File: src/nn_types_pkg.sv
// network datapath types
`default_nettype none

package nn_types_pkg;

	// sample inputs and desired outputs, 8-bit magnitude plus sign
	localparam int IN_W = 9;
	localparam int WEIGHT_W = 8;

	// four 17-bit products need 19 bits, one spare
	localparam int HID_ACC_W = 20;

	// activation output never exceeds +-ACT_LIMIT
	localparam int ACT_W = 9;

	// six 17-bit products
	localparam int OUT_ACC_W = 20;

	// twice the output minus desired value
	localparam int ERR_W = 22;

	// activation saturation level, reached at a hidden sum of +-200
	localparam int ACT_LIMIT = 100;

	typedef logic signed [IN_W-1:0] in_t;

	typedef logic signed [WEIGHT_W-1:0] weight_t;

	typedef logic signed [HID_ACC_W-1:0] hid_acc_t;

	typedef logic signed [ACT_W-1:0] act_t;

	typedef logic signed [OUT_ACC_W-1:0] out_acc_t;

	typedef logic signed [ERR_W-1:0] err_t;

endpackage

`default_nettype wire

File: src/activation_stage.sv
// stage 2, saturating linear activation
`timescale 1ns/100ps
`default_nettype none

module activation_stage
	import nn_types_pkg::*;
#(
	parameter int N_HID = 6,
	parameter int N_OUT = 2
) (
	input  logic     clk,
	input  logic     reset,
	input  logic     in_valid,
	input  hid_acc_t in_z [N_HID],
	input  in_t      in_desired [N_OUT],
	output logic     out_valid,
	output act_t     out_v [N_HID],
	output in_t      out_desired [N_OUT]
);

	for (genvar h = 0; h < N_HID; h++) begin : g_neuron
		hid_acc_t half;

		// slope of one half
		assign half = in_z[h] >>> 1;

		always_ff @(posedge clk) begin
			if (half > ACT_LIMIT) begin
				out_v[h] <= act_t'(ACT_LIMIT);
			end else if (half < -ACT_LIMIT) begin
				out_v[h] <= act_t'(-ACT_LIMIT);
			end else begin
				out_v[h] <= act_t'(half);
			end
		end
	end

	always_ff @(posedge clk) begin
		if (reset) begin
			out_valid <= 1'b0;
		end else begin
			out_valid <= in_valid;
		end
	end

	always_ff @(posedge clk) begin
		out_desired <= in_desired;
	end

endmodule

`default_nettype wire

File: config.mk
export PLATFORM = sky130hd
export DESIGN_NAME = activation_stage
export DESIGN_NICKNAME = d
export VERILOG_FILES = /design/src/nn_types_pkg.sv /design/src/activation_stage.sv
export SDC_FILE = /design/constraint.sdc
export NUM_CORES = 1
export LEC_CHECK = 0
export BUFFER_PORTS_ARGS = -buffer_cell sky130_fd_sc_hd__buf_4
export CAP_MARGIN = 20
export CORE_MARGIN = 1
export CORE_UTILIZATION = 30
export DETAILED_ROUTE_END_ITERATION = 10
export PLACE_DENSITY_LB_ADDON = 0.3
export SLEW_MARGIN = 20
export SYNTH_ARGS = -nofsm -noshare
export SYNTH_HDL_FRONTEND = slang
export SYNTH_SLANG_ARGS = --single-unit
File: constraint.sdc
create_clock -name clk -period 1.7 [get_ports clk]
set_input_delay 0.085 -clock clk [delete_from_list [all_inputs] [get_ports clk]]
set_output_delay 0.085 -clock clk [all_outputs]
set_load 0.05 [all_outputs]
---- Yosys cells after proc, flatten, opt, wreduce, memory -nomap -nowiden ----
Index checks and enable logic that the tools add are counted.
Widths: inputs -> output; s select.
storage, ports and cells
  register bits after elaboration ......... 73
  bits in latches ......................... 0
  RAM bits ................................ 0
  memory bits (read-only) ................. 0
  input port bits ......................... 141
  output and inout bits ................... 73
  word-level logic and storage cells ...... 39
  memories ................................ 0
operators by class
  $add $sub $neg .......................... 0
  $mul .................................... 0
  divide/modulo/power cells ............... 0
  magnitude comparators ................... 12
  equal/unequal tests ..................... 0
  shift-type cells ........................ 0
  multiplexer cells ....................... 6
  bitwise gates (word level) .............. 0
  reduce and logical (&&, ||, !) cells .... 6
operator list
  operator             number
  $gt 19x8->1 const B  6
  $lt 19x8->1 const B  6
  $mux 9               6
  $reduce_or 2->1      6

---- Logic depth before layout (Yosys ltp) ----
Gate-level depths: netlist (run 1).
  depth after elaboration ................. 2
  depth in mapped cells ................... 4
  mapped depth without buffers ............ 4

---- Worst setup path after synthesis (run 1) ----
OpenSTA, ideal clock, no wires.
  path type ............................... input port to flip-flop
  from .................................... in in_z[21] (netlist bit)
  to ...................................... reg out_v[11] (netlist bit)
  setup time .............................. 0.127 ns
  arrival time ............................ 1.051 ns
  data required time ...................... 1.573 ns
  path slack .............................. 0.522 ns
  stages on the path ...................... 4
  buffers on the path ..................... 0
  path through ............................ o21a_1 > o311ai_4 > a41oi_4 > or3b_1
on the way
  word-level cells in the longest chain between the ends .. 2
  elaborated cells on any way between the ends .. 3
  those cells by class .................... 2 x order compare; 1 x reduce/logical
ends and longest elaborated chain
  item                                        line                                            RTL
  start: declaration                          activation_stage.sv:14                          input hid_acc_t in_z [N_HID],
  $gt 19x8->1 or $lt 19x8->1 (tied branches)  activation_stage.sv:28, activation_stage.sv:30
  $reduce_or 2->1 (no line) *                 -
  end signal: indexed assignment              activation_stage.sv:29                          out_v[h] <= act_t'(ACT_LIMIT);
  end signal: indexed assignment              activation_stage.sv:31                          out_v[h] <= act_t'(-ACT_LIMIT);
  end signal: indexed assignment              activation_stage.sv:33                          out_v[h] <= act_t'(half);
  end: declaration                            activation_stage.sv:17                          output act_t out_v [N_HID],
Mark *: on every way between the ends. The rest lies on a longest branch, timed or not.
A chain may end at the register's enable or synchronous reset.

---- Worst setup path in the final report (run 1) ----
Ends and elaborated chain as after synthesis.

==> results of run 1 <==
path summary, 6_finish.rpt:
check | slack [ns] | startpoint | end
worst max-delay path | 0.11 | in_z[21] | out_v[11]
worst min-delay path | 0.02 | in_z[42] | out_v[19]
layout make-up:
| class | count | area (um2) |
|---|---|---|
| fillers | 650 | 3010 |
| repair buffers | 257 | 2050 |
| flip-flops and latches | 73 | 1460 |
| multi-input cells | 139 | 931 |
| clock buffers | 14 | 163 |
| well taps | 102 | 128 |
| clock inverters | 2 | 60.1 |
| inverters | 12 | 45.0 |
sequential cells by signal, summed over array words and instances (netlist names):
register and flops:
out_desired 18, out_valid 1, out_v 54
cells by family (layout without fill, tap and decap cells):
logic type / after synthesis / count (layout) / share of synthesized area [%]
buffers and inverters: 24 / 285 / 3.63
DFF: 73 / 73 / 58.9
and+or+nand+nor: 95 / 95 / 21.7
AOI/OAI and AO/OA: 44 / 44 / 15.8
per-layer routing:
metal	GRT usage [%]	share of wire, %	wire, um	up-vias
li1	-	-	-	1394
met1	18.1	36	2900	1283
met2	33.9	54	4350	128
met3	4.27	7.0	564	24
met4	10.0	3.0	240	0
met5	0	0	0	-
metrics by stage:
| step | area [um2] | cells | util (%) | hold WS, ns | worst slack, ns |
|---|---|---|---|---|---|
| global route | 4840 | 599 | 61.7 | 0.00302 | 0.0549 |
| detailed placement | 4120 | 533 | 52.5 | 0.191 | 0.300 |
| finish | 4840 | 599 | 61.7 | 0.0189 | 0.107 |
| CTS | 4840 | 599 | 61.7 | 0.000992 | 0.133 |
| global placement | 4120 | 533 | 52.5 | 0.190 | 0.317 |
| floorplan | 2480 | 236 | - | 0.113 | 0.522 |
repair_timing:
item,CTS,global route
hold buffers,50,0
gates resized for setup,0,0
hold endpoints to repair,55,0
placed cells by master (no fill, tap or decap):
cell type	n
nand3_1	20
nor3_1	6
o41ai_1	6
a21oi_1	2
a21o_2	2
nor2b_1	1
clkbuf_1	3
a41oi_4	1
nand3b_1	5
dlygate4sd3_1	50
o31ai_1	6
o21a_1	6
o311ai_1	5
nor4_2	2
and4_1	10
bufinv_16	2
a21boi_0	10
dfxtp_1	73
nand4_1	12
a41o_1	5
or3b_1	1
nor4_1	10
inv_1	12
o311ai_4	1
nand2_1	20
buf_4	207
nor2_1	8
clkbuf_8	11
report_power, final:
| group | leakage, nW | total (W) | switching (W) | internal (W) |
|---|---|---|---|---|
| clock network | 0.111 | 0.00150 | 0.000587 | 0.000910 |
| registers | 0.611 | 0.00183 | 0.0000260 | 0.00180 |
| logic | 1.54 | 0.00102 | 0.000566 | 0.000452 |
==> summary.md, run 1 <==
| Metric | Value |
|---|---|
| Status | `finished clean` |
| Num CTS Buffers | `9` |
| Number of search-and-repair iterations in the first detailed-routing pass | `4` |
| Die ar. | `8640 um2` |
| Accumulated negative setup slack | `0 ns` |
| Total design power | `0.00435 W` |
| Area grow syn2layout | `95.1%` |
| Final GP Congestion | `0.805` |
| Total congestion overflow after global routing | `0` |
| Share of the clock period used by the worst path after layout | `93.7%` |
| Routed wire length | `between 8000 and 9000 um` |
| Nature of the critical path endpoint | `register` |
| Initial Utilization | `31.6%` |
| Async S/R FF share, synth | `0%` |
| # Post-CTS Setup Buffers | `0` |
| Maximum level of the CTS H-tree | `3` |
| GRT Resource Usage Total | `18.1%` |
| Diode insertion count for antenna repair | `0` |
| Maximum fanout along the worst path | `7` |
| Count of distinct cell types in the synthesized netlist | `24` |
| Sequential element share of the synthesized area | `58.9%` |
| Fmax | `roughly 630 MHz` |
| Worst endpoint data arrival time | `1.81 ns` |
| Maximum clock path buffer count | `2` |
| Required time worst endpoint | `1.92 ns` |
| Worst slew margin relative to its limit | `65.7%` |
| Family of cells with the greatest summed delay on the critical path | `buffers and inverters` |
| Via density | `approximately 4.7` |
| Number of input and output port buffers inserted | `between 200 and 250` |
| Clock Root Buffer | `clkbuf_8` |
| Number of max-slew violations in the final report | `0` |
| TritonCTS clock tree | `done` |
| Number of vias after detailed routing | `~2800` |
| Worst-Margin Slew | `~0.51 ns` |
| Most numerous cell in the Yosys netlist | `dfxtp_1` |
| Classification of the worst-slack hold path | `primary input to register` |
| Worst setup path class | `primary input to register` |
| Yosys top cell area share | `about three fifths` |
| Critical-path cell list | `dlygate4sd3_1 > buf_4 > o21a_1 > o311ai_4 > a41oi_4 > or3b_1` |
| Die height | `93.0 um` |
| Unrepaired setup endpoints after global routing | `false` |
| Number of synthesized flops with an enable pin | `0` |
| Leakage dissipation | `2.26 nW` |
| Clock transition time at the flip-flop clock pins of the worst setup and hold paths | `approximately 0.07 ns` |
| Total count of hold-check failures in the final report | `0` |
| Area of the mapped netlist | `2480 um2` |
| Post-synth top area cell | `dfxtp_1` |
| Synthesized net count | `~380` |
| Highest ir drop seen on vdd | `0.534 mV` |
| Worst hold path depth | `2` |
| Ports placed on the boundary | `around 210` |
| Number of violations reported at the end of detailed-routing iteration 0 | `54` |
| Post-detailed-route count of antenna-violating nets | `0` |
| Yosys warning total | `0` |
| Syn Inst Count | `roughly 240` |
| Sinks on Clock Net | `73` |
| Primary FF master, synth | `dfxtp_1` |
| Total number of placement rows | `32` |
| DRC violations left | `0` |
| Initial antenna violation count | `0` |
| Nets | `633` |
| Flip-flop and latch count after synthesis | `73` |
| Maximum Capacitance Violations | `0` |
| Slowest cell on the critical path | `dlygate4sd3_1` |
| Logic depth of the worst setup path including buffers | `6` |
| Via count of the first global-routing pass | `about 2800` |
| Number of endpoints failing setup at the final stage | `0` |
| Average instance area after synthesis | `approximately 11 um2` |
| Power per Cell Area | `around 900 nW/um2` |
| Count of buffer and inverter cells on the critical path | `2` |
| Global-route wire length before repair | `12100 um` |
| Startpoint class of the critical path | `primary input` |
| Minimum clock period after layout | `~1.6 ns` |
| HPWL Detailed | `6040 um` |
| Core Footprint | `around 7800 um2` |
| Largest net degree at the start of global routing | `12` |
| Peak per-stage delay on the critical path | `0.54 ns` |
| Area contributors post-synth | `dfxtp_1, nand3_1, and4_1, a21boi_0, nand2_1` |
| Floorplan die width | `between 90 and 100 um` |
| Routed wirelength normalized by instance count | `approximately 13 um` |
| Share of final-layout standard cells stronger than drive strength 1 | `45.5%` |
| Most used standard cells in the synthesized netlist | `dfxtp_1, nand2_1, nand3_1` |
(Power assumes the default switching activity.)
==> run 2: changes to the inputs <==
- CTS_BUF_LIST: default -> sky130_fd_sc_hd__clkbuf_8
==> run 2 against run 1 <==
Net effect: via count is 0.11% lower; count of clock-buffer cells in the layout down 3; non-clock buffer count did not move; critical path depth unchanged; utilization is the same; highest routed layer unchanged; clock power about the same; power shrank 0.38%; worst hold slack is essentially flat; cell count unchanged; die area is the same.
==> summary.md, run 2 (same netlist as run 1, synthesis figures left out) <==
| Metric | Value |
|---|---|
| Maximum clock path buffer count | `2 (unchanged)` |
| Diode insertion count for antenna repair | `0 (unchanged)` |
| Nets | `633 (unchanged)` |
| Hold bufs inserted after CTS | `50 (unchanged)` |
| Number of vias after detailed routing | `2826 (-0.11%)` |
| Register name with the most flops | `out_v` |
| Startpoint class of the critical path | `primary input` |
| Critical-path cell list | `dlygate4sd3_1 > buf_4 > o21a_1 > o311ai_4 > a41oi_4 > or3b_1` |
| Number of input and output port buffers inserted | `207 (unchanged)` |
| Routed wire length | `8060 um (about the same)` |
| Routed wirelength normalized by instance count | `13.5 um (about the same)` |
| Number of max-slew violations in the final report | `0 (unchanged)` |
| Maximum Capacitance Violations | `0 (unchanged)` |
| Switching share of total power | `27.3% (+0.14 points)` |
| Worst endpoint data arrival time | `1.81 ns (about the same)` |
| Leakage dissipation | `2.27 nW (+0.55%)` |
| Accumulated negative setup slack | `0 ns (unchanged)` |
| Total congestion overflow after global routing | `0 (unchanged)` |
| Maximum level of the CTS H-tree | `3 (unchanged)` |
| Worst-Margin Slew | `0.508 ns (unchanged)` |
| Fmax | `628 MHz (about the same)` |
| HPWL Detailed | `6040 um (unchanged)` |
| Part of the total power dissipated in sequential elements | `42.3% (+0.2 points)` |
| Core Footprint | `7850 um2 (unchanged)` |
| Flip-flop count of the largest register after layout | `54 (unchanged)` |
| Post-cts repair resize count | `0 (unchanged)` |
| Maximum fanout along the worst path | `7 (unchanged)` |
| Area grow syn2layout | `95.1% (unchanged)` |
| Cell Int Power | `0.00315 W (-0.57%)` |
| Post-detailed-route count of antenna-violating nets | `0 (unchanged)` |
| Highest-count cells in the layout ignoring fill and taps | `buf_4, dfxtp_1, dlygate4sd3_1` |
| Die height | `93.0 um (unchanged)` |
| Classification of the worst-slack hold path | `primary input to register` |
| Nature of the critical path endpoint | `register` |
| Highest ir drop seen on vdd | `0.534 mV (about the same)` |
| Fill count | `651 (+0.15%)` |
| Minimum clock period after layout | `1.59 ns (-0.000231 ns)` |
| Total number of placement rows | `32 (unchanged)` |
| Via count of the first global-routing pass | `2751 (unchanged)` |
| Clock share of power | `34.2% (-0.3 points)` |
| Slowest cell on the critical path | `dlygate4sd3_1` |
| GRT Resource Usage Total | `18.1% (+0.035 points)` |
| Final GP Congestion | `0.805 (unchanged)` |
| Number of violations reported at the end of detailed-routing iteration 0 | `55 (+1.9%)` |
| Ports placed on the boundary | `214 (unchanged)` |
| Required time worst endpoint | `1.92 ns (about the same)` |
| Via density | `4.72 (-0.11%)` |
| Share of final-layout standard cells stronger than drive strength 1 | `45.5% (unchanged)` |
| Initial antenna violation count | `0 (unchanged)` |
| Worst setup path class | `primary input to register` |
| # Post-CTS Setup Buffers | `0 (unchanged)` |
| Power per Cell Area | `894 nW/um2 (-0.38%)` |
| Global-route wire length before repair | `12200 um (+0.28%)` |
| TritonCTS clock tree | `done` |
| Largest net degree at the start of global routing | `12 (unchanged)` |
| Status | `finished clean` |
| Peak per-stage delay on the critical path | `0.54 ns (about the same)` |
| Leading cell type in the layout, fill and taps excluded | `buf_4` |
| Power spent charging and discharging nets | `0.00118 W (+0.12%)` |
| Initial Utilization | `31.6% (unchanged)` |
| Share of the clock period used by the worst path after layout | `93.7% (about the same)` |
| Number of search-and-repair iterations in the first detailed-routing pass | `4 (unchanged)` |
| Clock Root Buffer | `clkbuf_8` |
| Number of endpoints failing setup at the final stage | `0 (unchanged)` |
| Sinks on Clock Net | `73 (unchanged)` |
| Relative contribution of combinational cells to total power | `23.5% (about the same)` |
| Largest registers | `out_v x54, out_desired x18, out_valid x1` |
| Clock transition time at the flip-flop clock pins of the worst setup and hold paths | `0.07 ns (about the same)` |
| Floorplan die width | `93.0 um (unchanged)` |
| Num CTS Buffers | `9 (unchanged)` |
| Die ar. | `8640 um2 (unchanged)` |
| Worst slew margin relative to its limit | `65.7% (unchanged)` |
| DRC violations left | `0 (unchanged)` |
| Unrepaired setup endpoints after global routing | `false` |
| Worst hold slack | `0.0190 ns (+0.000167 ns)` |
| Total count of hold-check failures in the final report | `0 (unchanged)` |
## run 2: power groups by stage
stage	Combinational [W]	Sequential, W	Clock, W
after floorplan	0.000123	0.00220	0
after global placement	0.000911	0.00187	0
after detailed placement	0.000922	0.00187	0
after CTS	0.00102	0.00183	0.00153
after global routing	0.00107	0.00184	0.00162
final	0.00102	0.00183	0.00148
## run 2: path summary, 6_finish.rpt
path | startpoint | to | cells past startpoint | slack, ns
max | in_z[21] | out_v[11] | 6 | 0.11
min | in_z[42] | out_v[19] | 2 | 0.02
## run 2: layer usage
| layer | part of all wire [%] | routed length [um] | GRT usage (%) |
|---|---|---|---|
| met1 | 36 | 2920 | 18.2 |
| met2 | 54 | 4340 | 33.9 |
| met3 | 7.0 | 564 | 4.27 |
| met4 | 3.0 | 240 | 10.0 |
| met5 | 0 | 0 | 0 |
## run 2: final cells by class
type	count	area [um2]	area share, %
repair buffers	257	2050	42.4
well taps	102	128	2.64
multi-input cells	139	931	19.2
clock inverters	5	71.3	1.47
clock buffers	11	151	3.13
inverters	12	45.0	0.930
flip-flops and latches	73	1460	30.2
## run 2: worst max-delay path: cells and delay by family
kind            cells  cell delay [ns]
compound gates      3             0.67
buf+inv             2             0.68
simple gates        1             0.37
## run 2: per-stage QoR
| stage | total power, W | cells | area (um2) | utilization, % | worst slack (ns) |
|---|---|---|---|---|---|
| after global placement | 0.00278 | 533 | 4120 | 52.5 | 0.317 |
| after detailed placement | 0.00279 | 533 | 4120 | 52.5 | 0.300 |
| final | 0.00433 | 599 | 4840 | 61.7 | 0.107 |
| after global routing | 0.00452 | 599 | 4840 | 61.7 | 0.0551 |
| after floorplan | 0.00233 | 236 | 2480 | - | 0.522 |
| after CTS | 0.00438 | 599 | 4840 | 61.7 | 0.133 |
